## src/dma_rd_pkg.sv

```systemverilog
package dma_rd_pkg;

   // Transfer length counted in data words
   localparam int DMA_LEN_W_DEF = 16;

   // Burst controller
   typedef enum logic {
      IDLE,
      WAIT_SPACE
   } ctrl_state_e;

   // AXI read master
   typedef enum logic [1:0] {
      AR_IDLE,
      AR_SEND,
      R_RECV
   } mst_state_e;

endpackage

```

## src/axi_rd_pkg.sv

```systemverilog
package axi_rd_pkg;

   // Bus widths used when the top level is not overridden
   localparam int AXI_ADDR_W_DEF = 32;
   localparam int AXI_DATA_W_DEF = 32;

   // Up to 16 beats per burst and a 16 word buffer
   localparam int AXI_LEN_W_DEF = 4;

   // Fixed by the AXI4 spec
   localparam int AXI_ARLEN_W = 8;
   localparam int AXI_BURST_W = 2;

   typedef enum logic [AXI_BURST_W-1:0] {
      BURST_FIXED = 2'b00,
      BURST_INCR  = 2'b01
   } axi_burst_e;

endpackage
```

## src/burst_rd_if.sv

```systemverilog
`timescale 1ns/10ps

interface burst_rd_if #(
   parameter int AXI_ADDR_W = axi_rd_pkg::AXI_ADDR_W_DEF,
   parameter int AXI_LEN_W  = axi_rd_pkg::AXI_LEN_W_DEF
);

   logic [AXI_ADDR_W-1:0] addr;
   // Beats in the burst, 1 to 2**AXI_LEN_W
   logic [AXI_LEN_W:0]    len;
   logic                  start;
   logic                  busy;

   modport ctrl (
      output addr,
      output len,
      output start,
      input  busy
   );

   modport master (
      input  addr,
      input  len,
      input  start,
      output busy
   );

endinterface

```

## src/dma_rd_top.sv

```systemverilog
`timescale 1ns/10ps

module dma_rd_top #(
   parameter int AXI_ADDR_W = axi_rd_pkg::AXI_ADDR_W_DEF,
   parameter int AXI_DATA_W = axi_rd_pkg::AXI_DATA_W_DEF,
   parameter int AXI_LEN_W  = axi_rd_pkg::AXI_LEN_W_DEF,
   parameter int DMA_LEN_W  = dma_rd_pkg::DMA_LEN_W_DEF
) (
   input  logic                               clk_i,
   input  logic                               rst_n_i,
   // Transfer control
   input  logic                               start_i,
   input  logic [AXI_ADDR_W-1:0]              addr_i,
   input  logic [DMA_LEN_W-1:0]               length_i,
   input  logic [AXI_LEN_W:0]                 max_len_i,
   output logic                               busy_o,
   // AXI read address channel
   output logic [AXI_ADDR_W-1:0]              araddr_o,
   output logic [axi_rd_pkg::AXI_ARLEN_W-1:0] arlen_o,
   output logic [axi_rd_pkg::AXI_BURST_W-1:0] arburst_o,
   output logic                               arvalid_o,
   input  logic                               arready_i,
   // AXI read data channel
   input  logic [AXI_DATA_W-1:0]              rdata_i,
   input  logic                               rvalid_i,
   input  logic                               rlast_i,
   output logic                               rready_o,
   // Stream output
   output logic [AXI_DATA_W-1:0]              tdata_o,
   output logic                               tvalid_o,
   input  logic                               tready_i
);

   logic [AXI_DATA_W-1:0] fifo_wdata;
   logic                  fifo_wen;
   logic                  fifo_full;
   logic                  fifo_ren;
   logic [AXI_DATA_W-1:0] fifo_rdata;
   logic                  fifo_empty;
   logic [AXI_LEN_W:0]    fifo_level;

   burst_rd_if #(
      .AXI_ADDR_W(AXI_ADDR_W),
      .AXI_LEN_W (AXI_LEN_W)
   ) burst_bus ();

   dma_rd_burst_ctrl #(
      .AXI_ADDR_W(AXI_ADDR_W),
      .AXI_DATA_W(AXI_DATA_W),
      .AXI_LEN_W (AXI_LEN_W),
      .DMA_LEN_W (DMA_LEN_W)
   ) u_ctrl (
      .clk_i    (clk_i),
      .rst_n_i  (rst_n_i),
      .start_i  (start_i),
      .addr_i   (addr_i),
      .length_i (length_i),
      .max_len_i(max_len_i),
      .level_i  (fifo_level),
      .busy_o   (busy_o),
      .burst    (burst_bus.ctrl)
   );

   dma_rd_axi_master #(
      .AXI_ADDR_W(AXI_ADDR_W),
      .AXI_DATA_W(AXI_DATA_W),
      .AXI_LEN_W (AXI_LEN_W)
   ) u_master (
      .clk_i       (clk_i),
      .rst_n_i     (rst_n_i),
      .burst       (burst_bus.master),
      .araddr_o    (araddr_o),
      .arlen_o     (arlen_o),
      .arburst_o   (arburst_o),
      .arvalid_o   (arvalid_o),
      .arready_i   (arready_i),
      .rdata_i     (rdata_i),
      .rvalid_i    (rvalid_i),
      .rlast_i     (rlast_i),
      .rready_o    (rready_o),
      .fifo_wdata_o(fifo_wdata),
      .fifo_wen_o  (fifo_wen),
      .fifo_full_i (fifo_full)
   );

   // Depth matches the longest burst
   dma_rd_fifo #(
      .DATA_W(AXI_DATA_W),
      .ADDR_W(AXI_LEN_W)
   ) u_fifo (
      .clk_i    (clk_i),
      .rst_n_i  (rst_n_i),
      .w_en_i   (fifo_wen),
      .w_data_i (fifo_wdata),
      .w_full_o (fifo_full),
      .r_en_i   (fifo_ren),
      .r_data_o (fifo_rdata),
      .r_empty_o(fifo_empty),
      .level_o  (fifo_level)
   );

   dma_rd_stream_out #(
      .DATA_W(AXI_DATA_W)
   ) u_stream (
      .clk_i       (clk_i),
      .rst_n_i     (rst_n_i),
      .fifo_empty_i(fifo_empty),
      .fifo_rdata_i(fifo_rdata),
      .fifo_ren_o  (fifo_ren),
      .tdata_o     (tdata_o),
      .tvalid_o    (tvalid_o),
      .tready_i    (tready_i)
   );

endmodule

```

## src/dma_rd_stream_out.sv

```systemverilog
`timescale 1ns/10ps

module dma_rd_stream_out #(
   parameter int DATA_W = 32
) (
   input  logic              clk_i,
   input  logic              rst_n_i,
   input  logic              fifo_empty_i,
   input  logic [DATA_W-1:0] fifo_rdata_i,
   output logic              fifo_ren_o,
   output logic [DATA_W-1:0] tdata_o,
   output logic              tvalid_o,
   input  logic              tready_i
);

   // Set while the FIFO read port holds a word not yet taken
   logic              pend_q;
   logic              tvalid_q;
   logic [DATA_W-1:0] tdata_q;
   logic              load;

   // Output register is empty or drains this cycle
   assign load = pend_q && (!tvalid_q || tready_i);

   assign fifo_ren_o = !fifo_empty_i && (!pend_q || load);

   always_ff @(posedge clk_i or negedge rst_n_i) begin
      if (!rst_n_i) begin
         pend_q   <= 1'b0;
         tvalid_q <= 1'b0;
      end else begin
         if (fifo_ren_o) begin
            pend_q <= 1'b1;
         end else if (load) begin
            pend_q <= 1'b0;
         end
         if (load) begin
            tvalid_q <= 1'b1;
         end else if (tready_i) begin
            tvalid_q <= 1'b0;
         end
      end
   end

   always_ff @(posedge clk_i) begin
      if (load) tdata_q <= fifo_rdata_i;
   end

   assign tvalid_o = tvalid_q;
   assign tdata_o  = tdata_q;

endmodule

```

## src/dma_rd_fifo.sv

```systemverilog
`timescale 1ns/10ps

module dma_rd_fifo #(
   parameter int DATA_W = 32,
   parameter int ADDR_W = 4
) (
   input  logic              clk_i,
   input  logic              rst_n_i,
   input  logic              w_en_i,
   input  logic [DATA_W-1:0] w_data_i,
   output logic              w_full_o,
   input  logic              r_en_i,
   output logic [DATA_W-1:0] r_data_o,
   output logic              r_empty_o,
   output logic [ADDR_W:0]   level_o
);

   localparam int DEPTH = 1 << ADDR_W;

   logic [DATA_W-1:0] mem [DEPTH];
   logic [ADDR_W-1:0] wptr_q;
   logic [ADDR_W-1:0] rptr_q;
   logic [ADDR_W:0]   level_q;
   logic [DATA_W-1:0] rdata_q;
   logic              do_wr;
   logic              do_rd;

   assign w_full_o  = (level_q == (ADDR_W + 1)'(DEPTH));
   assign r_empty_o = (level_q == '0);

   // Overflowing writes and underflowing reads are dropped
   assign do_wr = w_en_i && !w_full_o;
   assign do_rd = r_en_i && !r_empty_o;

   always_ff @(posedge clk_i or negedge rst_n_i) begin
      if (!rst_n_i) begin
         wptr_q  <= '0;
         rptr_q  <= '0;
         level_q <= '0;
      end else begin
         if (do_wr) wptr_q <= wptr_q + 1'b1;
         if (do_rd) rptr_q <= rptr_q + 1'b1;
         case ({do_wr, do_rd})
            2'b10:   level_q <= level_q + 1'b1;
            2'b01:   level_q <= level_q - 1'b1;
            default: level_q <= level_q;
         endcase
      end
   end

   // Read data holds until the next read
   always_ff @(posedge clk_i) begin
      if (do_wr) mem[wptr_q] <= w_data_i;
      if (do_rd) rdata_q <= mem[rptr_q];
   end

   assign r_data_o = rdata_q;
   assign level_o  = level_q;

endmodule

```

## src/dma_rd_burst_ctrl.sv

```systemverilog
`timescale 1ns/10ps

module dma_rd_burst_ctrl #(
   parameter int AXI_ADDR_W = axi_rd_pkg::AXI_ADDR_W_DEF,
   parameter int AXI_DATA_W = axi_rd_pkg::AXI_DATA_W_DEF,
   parameter int AXI_LEN_W  = axi_rd_pkg::AXI_LEN_W_DEF,
   parameter int DMA_LEN_W  = dma_rd_pkg::DMA_LEN_W_DEF
) (
   input  logic                  clk_i,
   input  logic                  rst_n_i,
   input  logic                  start_i,
   input  logic [AXI_ADDR_W-1:0] addr_i,
   input  logic [DMA_LEN_W-1:0]  length_i,
   input  logic [AXI_LEN_W:0]    max_len_i,
   input  logic [AXI_LEN_W:0]    level_i,
   output logic                  busy_o,
   burst_rd_if.ctrl              burst
);

   import dma_rd_pkg::*;

   localparam int FIFO_DEPTH     = 1 << AXI_LEN_W;
   localparam int BYTES_PER_BEAT = AXI_DATA_W / 8;
   localparam int BEAT_SHIFT     = $clog2(BYTES_PER_BEAT);

   ctrl_state_e           state_q;
   logic [DMA_LEN_W-1:0]  rem_q;
   logic [AXI_ADDR_W-1:0] addr_q;
   logic                  start_q;
   logic [AXI_ADDR_W-1:0] burst_addr_q;
   logic [AXI_LEN_W:0]    burst_len_q;

   logic [AXI_LEN_W:0]    space;
   logic [DMA_LEN_W-1:0]  space_ext;
   logic [DMA_LEN_W-1:0]  max_ext;
   logic [AXI_LEN_W:0]    beats;
   logic                  master_free;
   logic                  fire;

   assign space     = (AXI_LEN_W + 1)'(FIFO_DEPTH) - level_i;
   assign space_ext = DMA_LEN_W'(space);
   assign max_ext   = DMA_LEN_W'(max_len_i);

   // A start pulse still in flight counts as a busy master
   assign master_free = !burst.busy && !start_q;

   always_comb begin
      beats = '0;
      if (rem_q != '0) begin
         if (rem_q <= space_ext && rem_q <= max_ext) begin
            beats = rem_q[AXI_LEN_W:0];
         end else if (space >= max_len_i) begin
            beats = max_len_i;
         end
      end
   end

   assign fire = (state_q == WAIT_SPACE) && master_free && (beats != '0);

   always_ff @(posedge clk_i or negedge rst_n_i) begin
      if (!rst_n_i) begin
         state_q <= IDLE;
         rem_q   <= '0;
         start_q <= 1'b0;
      end else begin
         start_q <= fire;
         case (state_q)
            IDLE: begin
               if (start_i) begin
                  rem_q   <= length_i;
                  state_q <= WAIT_SPACE;
               end
            end
            WAIT_SPACE: begin
               if (fire) begin
                  rem_q <= rem_q - DMA_LEN_W'(beats);
               end else if (rem_q == '0 && master_free) begin
                  state_q <= IDLE;
               end
            end
            default: state_q <= IDLE;
         endcase
      end
   end

   always_ff @(posedge clk_i) begin
      if (state_q == IDLE && start_i) begin
         addr_q <= addr_i;
      end else if (fire) begin
         addr_q <= addr_q + (AXI_ADDR_W'(beats) << BEAT_SHIFT);
      end
      if (fire) begin
         burst_addr_q <= addr_q;
         burst_len_q  <= beats;
      end
   end

   assign burst.addr  = burst_addr_q;
   assign burst.len   = burst_len_q;
   assign burst.start = start_q;

   assign busy_o = (state_q != IDLE);

endmodule

```

## src/dma_rd_axi_master.sv

```systemverilog
`timescale 1ns/10ps

module dma_rd_axi_master #(
   parameter int AXI_ADDR_W = axi_rd_pkg::AXI_ADDR_W_DEF,
   parameter int AXI_DATA_W = axi_rd_pkg::AXI_DATA_W_DEF,
   parameter int AXI_LEN_W  = axi_rd_pkg::AXI_LEN_W_DEF
) (
   input  logic                               clk_i,
   input  logic                               rst_n_i,
   burst_rd_if.master                         burst,
   output logic [AXI_ADDR_W-1:0]              araddr_o,
   output logic [axi_rd_pkg::AXI_ARLEN_W-1:0] arlen_o,
   output axi_rd_pkg::axi_burst_e             arburst_o,
   output logic                               arvalid_o,
   input  logic                               arready_i,
   input  logic [AXI_DATA_W-1:0]              rdata_i,
   input  logic                               rvalid_i,
   input  logic                               rlast_i,
   output logic                               rready_o,
   output logic [AXI_DATA_W-1:0]              fifo_wdata_o,
   output logic                               fifo_wen_o,
   input  logic                               fifo_full_i
);

   import axi_rd_pkg::*;
   import dma_rd_pkg::*;

   mst_state_e            state_q;
   logic [AXI_ADDR_W-1:0] addr_q;
   logic [AXI_LEN_W:0]    len_q;
   logic [AXI_LEN_W-1:0]  beats_m1;
   logic                  beat_acc;

   assign beat_acc = rvalid_i && rready_o;

   always_ff @(posedge clk_i or negedge rst_n_i) begin
      if (!rst_n_i) begin
         state_q <= AR_IDLE;
      end else begin
         case (state_q)
            AR_IDLE: if (burst.start) state_q <= AR_SEND;
            AR_SEND: if (arready_i) state_q <= R_RECV;
            R_RECV:  if (beat_acc && rlast_i) state_q <= AR_IDLE;
            default: state_q <= AR_IDLE;
         endcase
      end
   end

   // Request captured when the controller pulses start
   always_ff @(posedge clk_i) begin
      if (state_q == AR_IDLE && burst.start) begin
         addr_q <= burst.addr;
         len_q  <= burst.len;
      end
   end

   // AXI encodes beats minus one
   assign beats_m1 = AXI_LEN_W'(len_q - 1'b1);

   assign araddr_o  = addr_q;
   assign arlen_o   = AXI_ARLEN_W'(beats_m1);
   assign arburst_o = BURST_INCR;
   assign arvalid_o = (state_q == AR_SEND);

   // No beat is accepted unless the FIFO can take it
   assign rready_o     = (state_q == R_RECV) && !fifo_full_i;
   assign fifo_wen_o   = beat_acc;
   assign fifo_wdata_o = rdata_i;

   assign burst.busy = (state_q != AR_IDLE);

endmodule

```

## config.mk

```make
export PLATFORM = sky130hd
export DESIGN_NAME = dma_rd_top
export DESIGN_NICKNAME = d
export VERILOG_FILES = /design/src/dma_rd_pkg.sv /design/src/axi_rd_pkg.sv /design/src/burst_rd_if.sv /design/src/dma_rd_top.sv /design/src/dma_rd_stream_out.sv /design/src/dma_rd_fifo.sv /design/src/dma_rd_burst_ctrl.sv /design/src/dma_rd_axi_master.sv
export SDC_FILE = /design/constraint.sdc
export NUM_CORES = 1
export LEC_CHECK = 0
export BUFFER_PORTS_ARGS = -buffer_cell sky130_fd_sc_hd__buf_2
export CORE_ASPECT_RATIO = 0.9
export CORE_UTILIZATION = 45
export DETAILED_ROUTE_END_ITERATION = 16
export PLACE_DENSITY = 0.61
export RECOVER_POWER = 25
export SETUP_SLACK_MARGIN = 0.15
export SLEW_MARGIN = 25
export SYNTH_ARGS = -nofsm -noshare
export SYNTH_HDL_FRONTEND = slang
export SYNTH_SLANG_ARGS = --single-unit
```

## constraint.sdc

```tcl
create_clock -name clk_i -period 6.21 [get_ports clk_i]
set_input_delay 1.242 -clock clk_i [delete_from_list [all_inputs] [get_ports clk_i]]
set_output_delay 1.242 -clock clk_i [all_outputs]
set_load 0.1 [all_outputs]
```

==> impl_metrics.xml <==
<?xml version="1.0" encoding="UTF-8"?>
<metrics>
  <group name="die">
    <metric name="io_pins" unit="">170</metric>
    <metric name="die_outline_area" unit="mm^2">0.06344</metric>
    <metric name="std_cell_rows" unit="">86</metric>
    <metric name="core-area" unit="mm^2">0.06144</metric>
    <metric name="die_height" unit="um">239.0</metric>
    <metric name="die_w" unit="um">265.4</metric>
    <metric name="start_util" unit="%">45.73</metric>
  </group>
  <group name="cells_and_area">
    <metric name="flow.area_growth_from_synthesis" unit="%">15.69</metric>
    <metric name="final_design_area_no_fill" unit="mm^2">0.03250</metric>
    <metric name="layout.cells.non_filler" unit="">2510</metric>
    <metric name="final_cell_mix" unit="">680 x edfxtp_1, 160 x mux4_2, 140 x buf_2</metric>
    <metric name="layout.cells.most_common" unit="">edfxtp_1</metric>
    <metric name="layout-drive-gt1-share" unit="%">28.51</metric>
    <metric name="final_nets" unit="">1747</metric>
  </group>
  <group name="cts">
    <metric name="cts.clk_slew.worst_paths" unit="ps">60</metric>
    <metric name="cts_hold_repair.buffers" unit="">0</metric>
    <metric name="worstSkewPairLatency" unit="ps">610</metric>
    <metric name="postCtsResizedCells" unit="">0</metric>
    <metric name="tritoncts.num_buffers" unit="">74</metric>
    <metric name="clock_tree.buffer_depth" unit="">3</metric>
    <metric name="postCtsSetupBuffers" unit="">0</metric>
    <metric name="htree_num_levels" unit="">3</metric>
    <metric name="tritoncts" unit="">yes</metric>
    <metric name="cts.sinks" unit="">715</metric>
    <metric name="clk_root_buffer_cell" unit="">clkbuf_16</metric>
  </group>
  <group name="yosys">
    <metric name="yosys_warnings" unit="">0</metric>
    <metric name="yosysSeqAreaShare" unit="%">75.80</metric>
    <metric name="synthDistinctLibCells" unit="">60</metric>
    <metric name="syn_avg_cell_area" unit="um^2">20.12</metric>
    <metric name="synthesis.instances" unit="">1396</metric>
    <metric name="synth_enable_flop_cells" unit="">680</metric>
    <metric name="portion_of_synthesized_cell_area_occupied_by_the_leading_cell_type" unit="%">72.68</metric>
    <metric name="synth_area_leaders" unit="">edfxtp_1 73%, mux4_2 13%, dfrtp_1 3.1%, ha_1 1.7%, nand2_1 1.1%</metric>
    <metric name="synth_top_area_cell" unit="">edfxtp_1</metric>
    <metric name="synthesis.area" unit="mm^2">0.02809</metric>
    <metric name="synth_top_flop_cell" unit="">edfxtp_1</metric>
    <metric name="synth.ff_latch_count" unit="">715</metric>
    <metric name="synthArstFlopShare" unit="%">4.895</metric>
  </group>
  <group name="critical_path">
    <metric name="rrSetupSlack" unit="ps">910</metric>
    <metric name="critPathCaptureType" unit="">flip-flop</metric>
    <metric name="timing.reg2reg.worst_path_depth" unit="">19</metric>
    <metric name="reg2reg_launch_point" unit="">u_fifo.level_o[0]</metric>
    <metric name="worst-setup-path-type" unit="">reg2reg</metric>
    <metric name="reg2reg_to" unit="">u_ctrl.addr_q[28]</metric>
    <metric name="critical_path.startpoint" unit="">u_fifo.level_o[0]</metric>
    <metric name="cp_data_arrival_time" unit="ps">5640</metric>
    <metric name="worstPathMaxFanout" unit="">13</metric>
    <metric name="critPathLaunchType" unit="">flip-flop</metric>
    <metric name="crit_end" unit="">u_ctrl.addr_q[28]</metric>
    <metric name="timing.critical_path.required" unit="ps">6540</metric>
  </group>
  <group name="min_path">
    <metric name="hp-class" unit="">reg2reg</metric>
  </group>
  <group name="timing">
    <metric name="final.setup.tns" unit="ps">0</metric>
    <metric name="finalCriticalPeriod" unit="ps">5304</metric>
    <metric name="period_share" unit="%">85.42</metric>
    <metric name="layout_skew" unit="ps">28.62</metric>
    <metric name="fmax" unit="MHz">188.5</metric>
    <metric name="max_slew_margin_vs_limit" unit="%">31.84</metric>
    <metric name="final_max_slew_viol_count" unit="">0</metric>
    <metric name="setup_viol_count_final" unit="">0</metric>
    <metric name="grt_setup_unrepaired" unit="">no</metric>
    <metric name="max_slew.worst_pin.slew" unit="ps">1020</metric>
    <metric name="hold_viol" unit="">0</metric>
  </group>
  <group name="routing">
    <metric name="wirelength" unit="um">59060</metric>
    <metric name="post-route-drc-count" unit="">0</metric>
    <metric name="antenna_violating_nets_post_route" unit="">0</metric>
    <metric name="detail_route.vias_per_cell" unit="">5.455</metric>
    <metric name="wl_per_cell" unit="um">23.53</metric>
    <metric name="tritonroute_pass_1_iters" unit="">5</metric>
    <metric name="dr_total_vias" unit="">13693</metric>
    <metric name="drt_iter0_drc" unit="">930</metric>
  </group>
  <group name="run_status">
    <metric name="outcome" unit="">finished, final reports clean</metric>
  </group>
  <group name="pwr">
    <metric name="p_sw" unit="mW">5.333</metric>
    <metric name="clk_pwr_share" unit="%">26.9</metric>
    <metric name="leakage" unit="nW">10.88</metric>
    <metric name="share_seq_of_total_power" unit="%">43.0</metric>
    <metric name="cellInternalPower" unit="mW">10.74</metric>
    <metric name="switching_portion_of_total_power" unit="%">33.17</metric>
    <metric name="worst_ir_drop_vdd" unit="mV">0.2867</metric>
    <metric name="combinational_fraction_of_design_power" unit="%">30.1</metric>
    <metric name="power_density" unit="mW/mm^2">494.7</metric>
  </group>
  <group name="place">
    <metric name="hpwl" unit="um">33000</metric>
    <metric name="place_congestion" unit="">0.8283</metric>
    <metric name="placed_cells" unit="">2373</metric>
    <metric name="placedInstanceArea" unit="mm^2">0.03014</metric>
    <metric name="io_buf_count" unit="">163</metric>
  </group>
  <group name="global_routing">
    <metric name="globalRouteOverflowTotal" unit="">0</metric>
    <metric name="largest_net_degree_at_the_start_of_global_routing" unit="">80</metric>
    <metric name="grt_pass1_vias" unit="">14317</metric>
    <metric name="grt_pass1_wl" unit="um">89060</metric>
    <metric name="grt_antenna_before_repair" unit="">4</metric>
    <metric name="global_route.usage.total" unit="%">19.09</metric>
  </group>
  <group name="run">
    <metric name="drv.max_cap_violation_count" unit="">0</metric>
  </group>
</metrics>
-- logic make-up (layout without fill, tap and decap cells) --
group / count (synthesis) / after routing / synth area share [%]
and+or+nand+nor: 208 / 208 / 3.612
muxes: 165 / 165 / 13.02
buffers and inverters: 100 / 373 / 1.514
adders and majority gates: 41 / 41 / 1.906
other: 2 / 7 / 0.02673
DFF: 715 / 715 / 75.80
AOI/OAI and AO/OA: 121 / 121 / 2.752
xor gates and xnor gates: 44 / 44 / 1.372
-- power groups by stage --
stage	Sequential (mW)	Combinational [mW]	Clock (mW)
after global routing	7.01	5.24	4.61
after global placement	7.02	4.84	0
after detailed placement	7.03	4.92	0
final	6.92	4.84	4.32
after floorplan	7.54	3.15	0
after CTS	6.94	4.92	4.43
-- critical path: stages (launching register included) --
cell	delay (ps)
dfrtp_1	440
inv_1	170
ha_1	200
nor3b_1	300
ha_1	310
ha_1	290
and3_1	150
a31oi_1	180
o31ai_1	130
and3b_1	380
o21ai_0	470
ha_1	280
fa_1	230
a21o_1	130
a21oi_1	90
o21bai_1	370
nand4_1	360
nor3_1	310
xnor2_1	150
o21ai_0	100
-- metal layers --
layer	wire (um)	track usage (%)	up-vias	share of wire, %
li1	-	-	6071	-
met4	1289	5.465	6	2.2
met3	2456	3.307	91	4.2
met1	25570	26.16	7215	43
met5	29	0	-	0.049
met2	29710	31.56	310	50
-- sequential cells by signal (all words and copies together), names as in the netlist --
| register | flops |
|---|---|
| u_fifo.r_data_o | 32 |
| u_ctrl.burst.start | 1 |
| u_fifo.wptr_q | 4 |
| u_ctrl.busy_o | 1 |
| u_ctrl.burst.len | 4 |
| u_ctrl.rem_q | 16 |
| u_stream.tvalid_o | 1 |
| u_ctrl.addr_q | 32 |
| u_stream.pend_q | 1 |
| u_ctrl.burst.addr | 32 |
| u_fifo.mem | 512 |
| u_master.len_q | 4 |
| u_master.araddr_o | 32 |
| u_master.state_q | 2 |
| u_fifo.rptr_q | 4 |
| u_stream.tdata_o | 32 |
| u_fifo.level_o | 5 |
-- layout make-up --
| type | instances | area, um^2 |
|---|---|---|
| diodes | 1 | 2.502 |
| multi-input cells | 585 | 6535 |
| well taps | 836 | 1046 |
| clock buffers | 96 | 2019 |
| fillers | 4790 | 28940 |
| inverters | 39 | 146.4 |
| clock inverters | 39 | 345.3 |
| flip-flops and latches | 715 | 21310 |
| repair buffers | 199 | 1102 |
-- Yosys cell counts (all sizes together) (2+ instances only) --
library cell,n
nor3,14
a21o,8
nand2b,10
a21oi,35
a21boi,2
inv,38
or4,2
mux4,160
o22a,2
and4,2
dfrtp,35
a31oi,5
nor4,6
fa,3
and3,7
or3,2
xnor2,26
ha,38
mux2i,2
o21bai,2
edfxtp,680
o22ai,9
buf,28
o21ai,37
xor2,18
and2,12
clkbuf,33
o211ai,3
nand4,8
mux2,3
conb,2
nor3b,4
nor2b,3
nand2,81
nand3,13
nor2,40
o31ai,6
o21a,5
-- how the worst min path moves through the flow --
| stage | startpoint | depth (start not counted) | slack (ps) | to |
|---|---|---|---|---|
| floorplan | u_ctrl.addr_q[0] | 0 | 400 | u_ctrl.burst.addr[0] |
| global placement | u_fifo.r_data_o[4] | 0 | 400 | u_stream.tdata_o[4] |
| detailed placement | u_ctrl.addr_q[1] | 0 | 400 | u_ctrl.burst.addr[1] |
| CTS | u_ctrl.burst.addr[12] | 0 | 420 | u_master.araddr_o[12] |
| global route | u_ctrl.burst.addr[9] | 0 | 420 | u_master.araddr_o[9] |
| finish | u_ctrl.burst.addr[12] | 0 | 420 | u_master.araddr_o[12] |
-- per-stage QoR --
| stage | hold slack, ps | utilization (%) | power (mW) | setup slack (ps) |
|---|---|---|---|---|
| after floorplan | 400.3 | - | 10.69 | 711.0 |
| after global placement | 400.2 | 49.02 | 11.86 | 968.1 |
| after detailed placement | 404.5 | 49.05 | 11.95 | 848.4 |
| after CTS | 418.2 | 52.90 | 16.29 | 966.1 |
| after global routing | 422.5 | 52.90 | 16.87 | 478.2 |
| final | 416.6 | 52.90 | 16.08 | 905.5 |
Power figures use the tool's default switching activity.
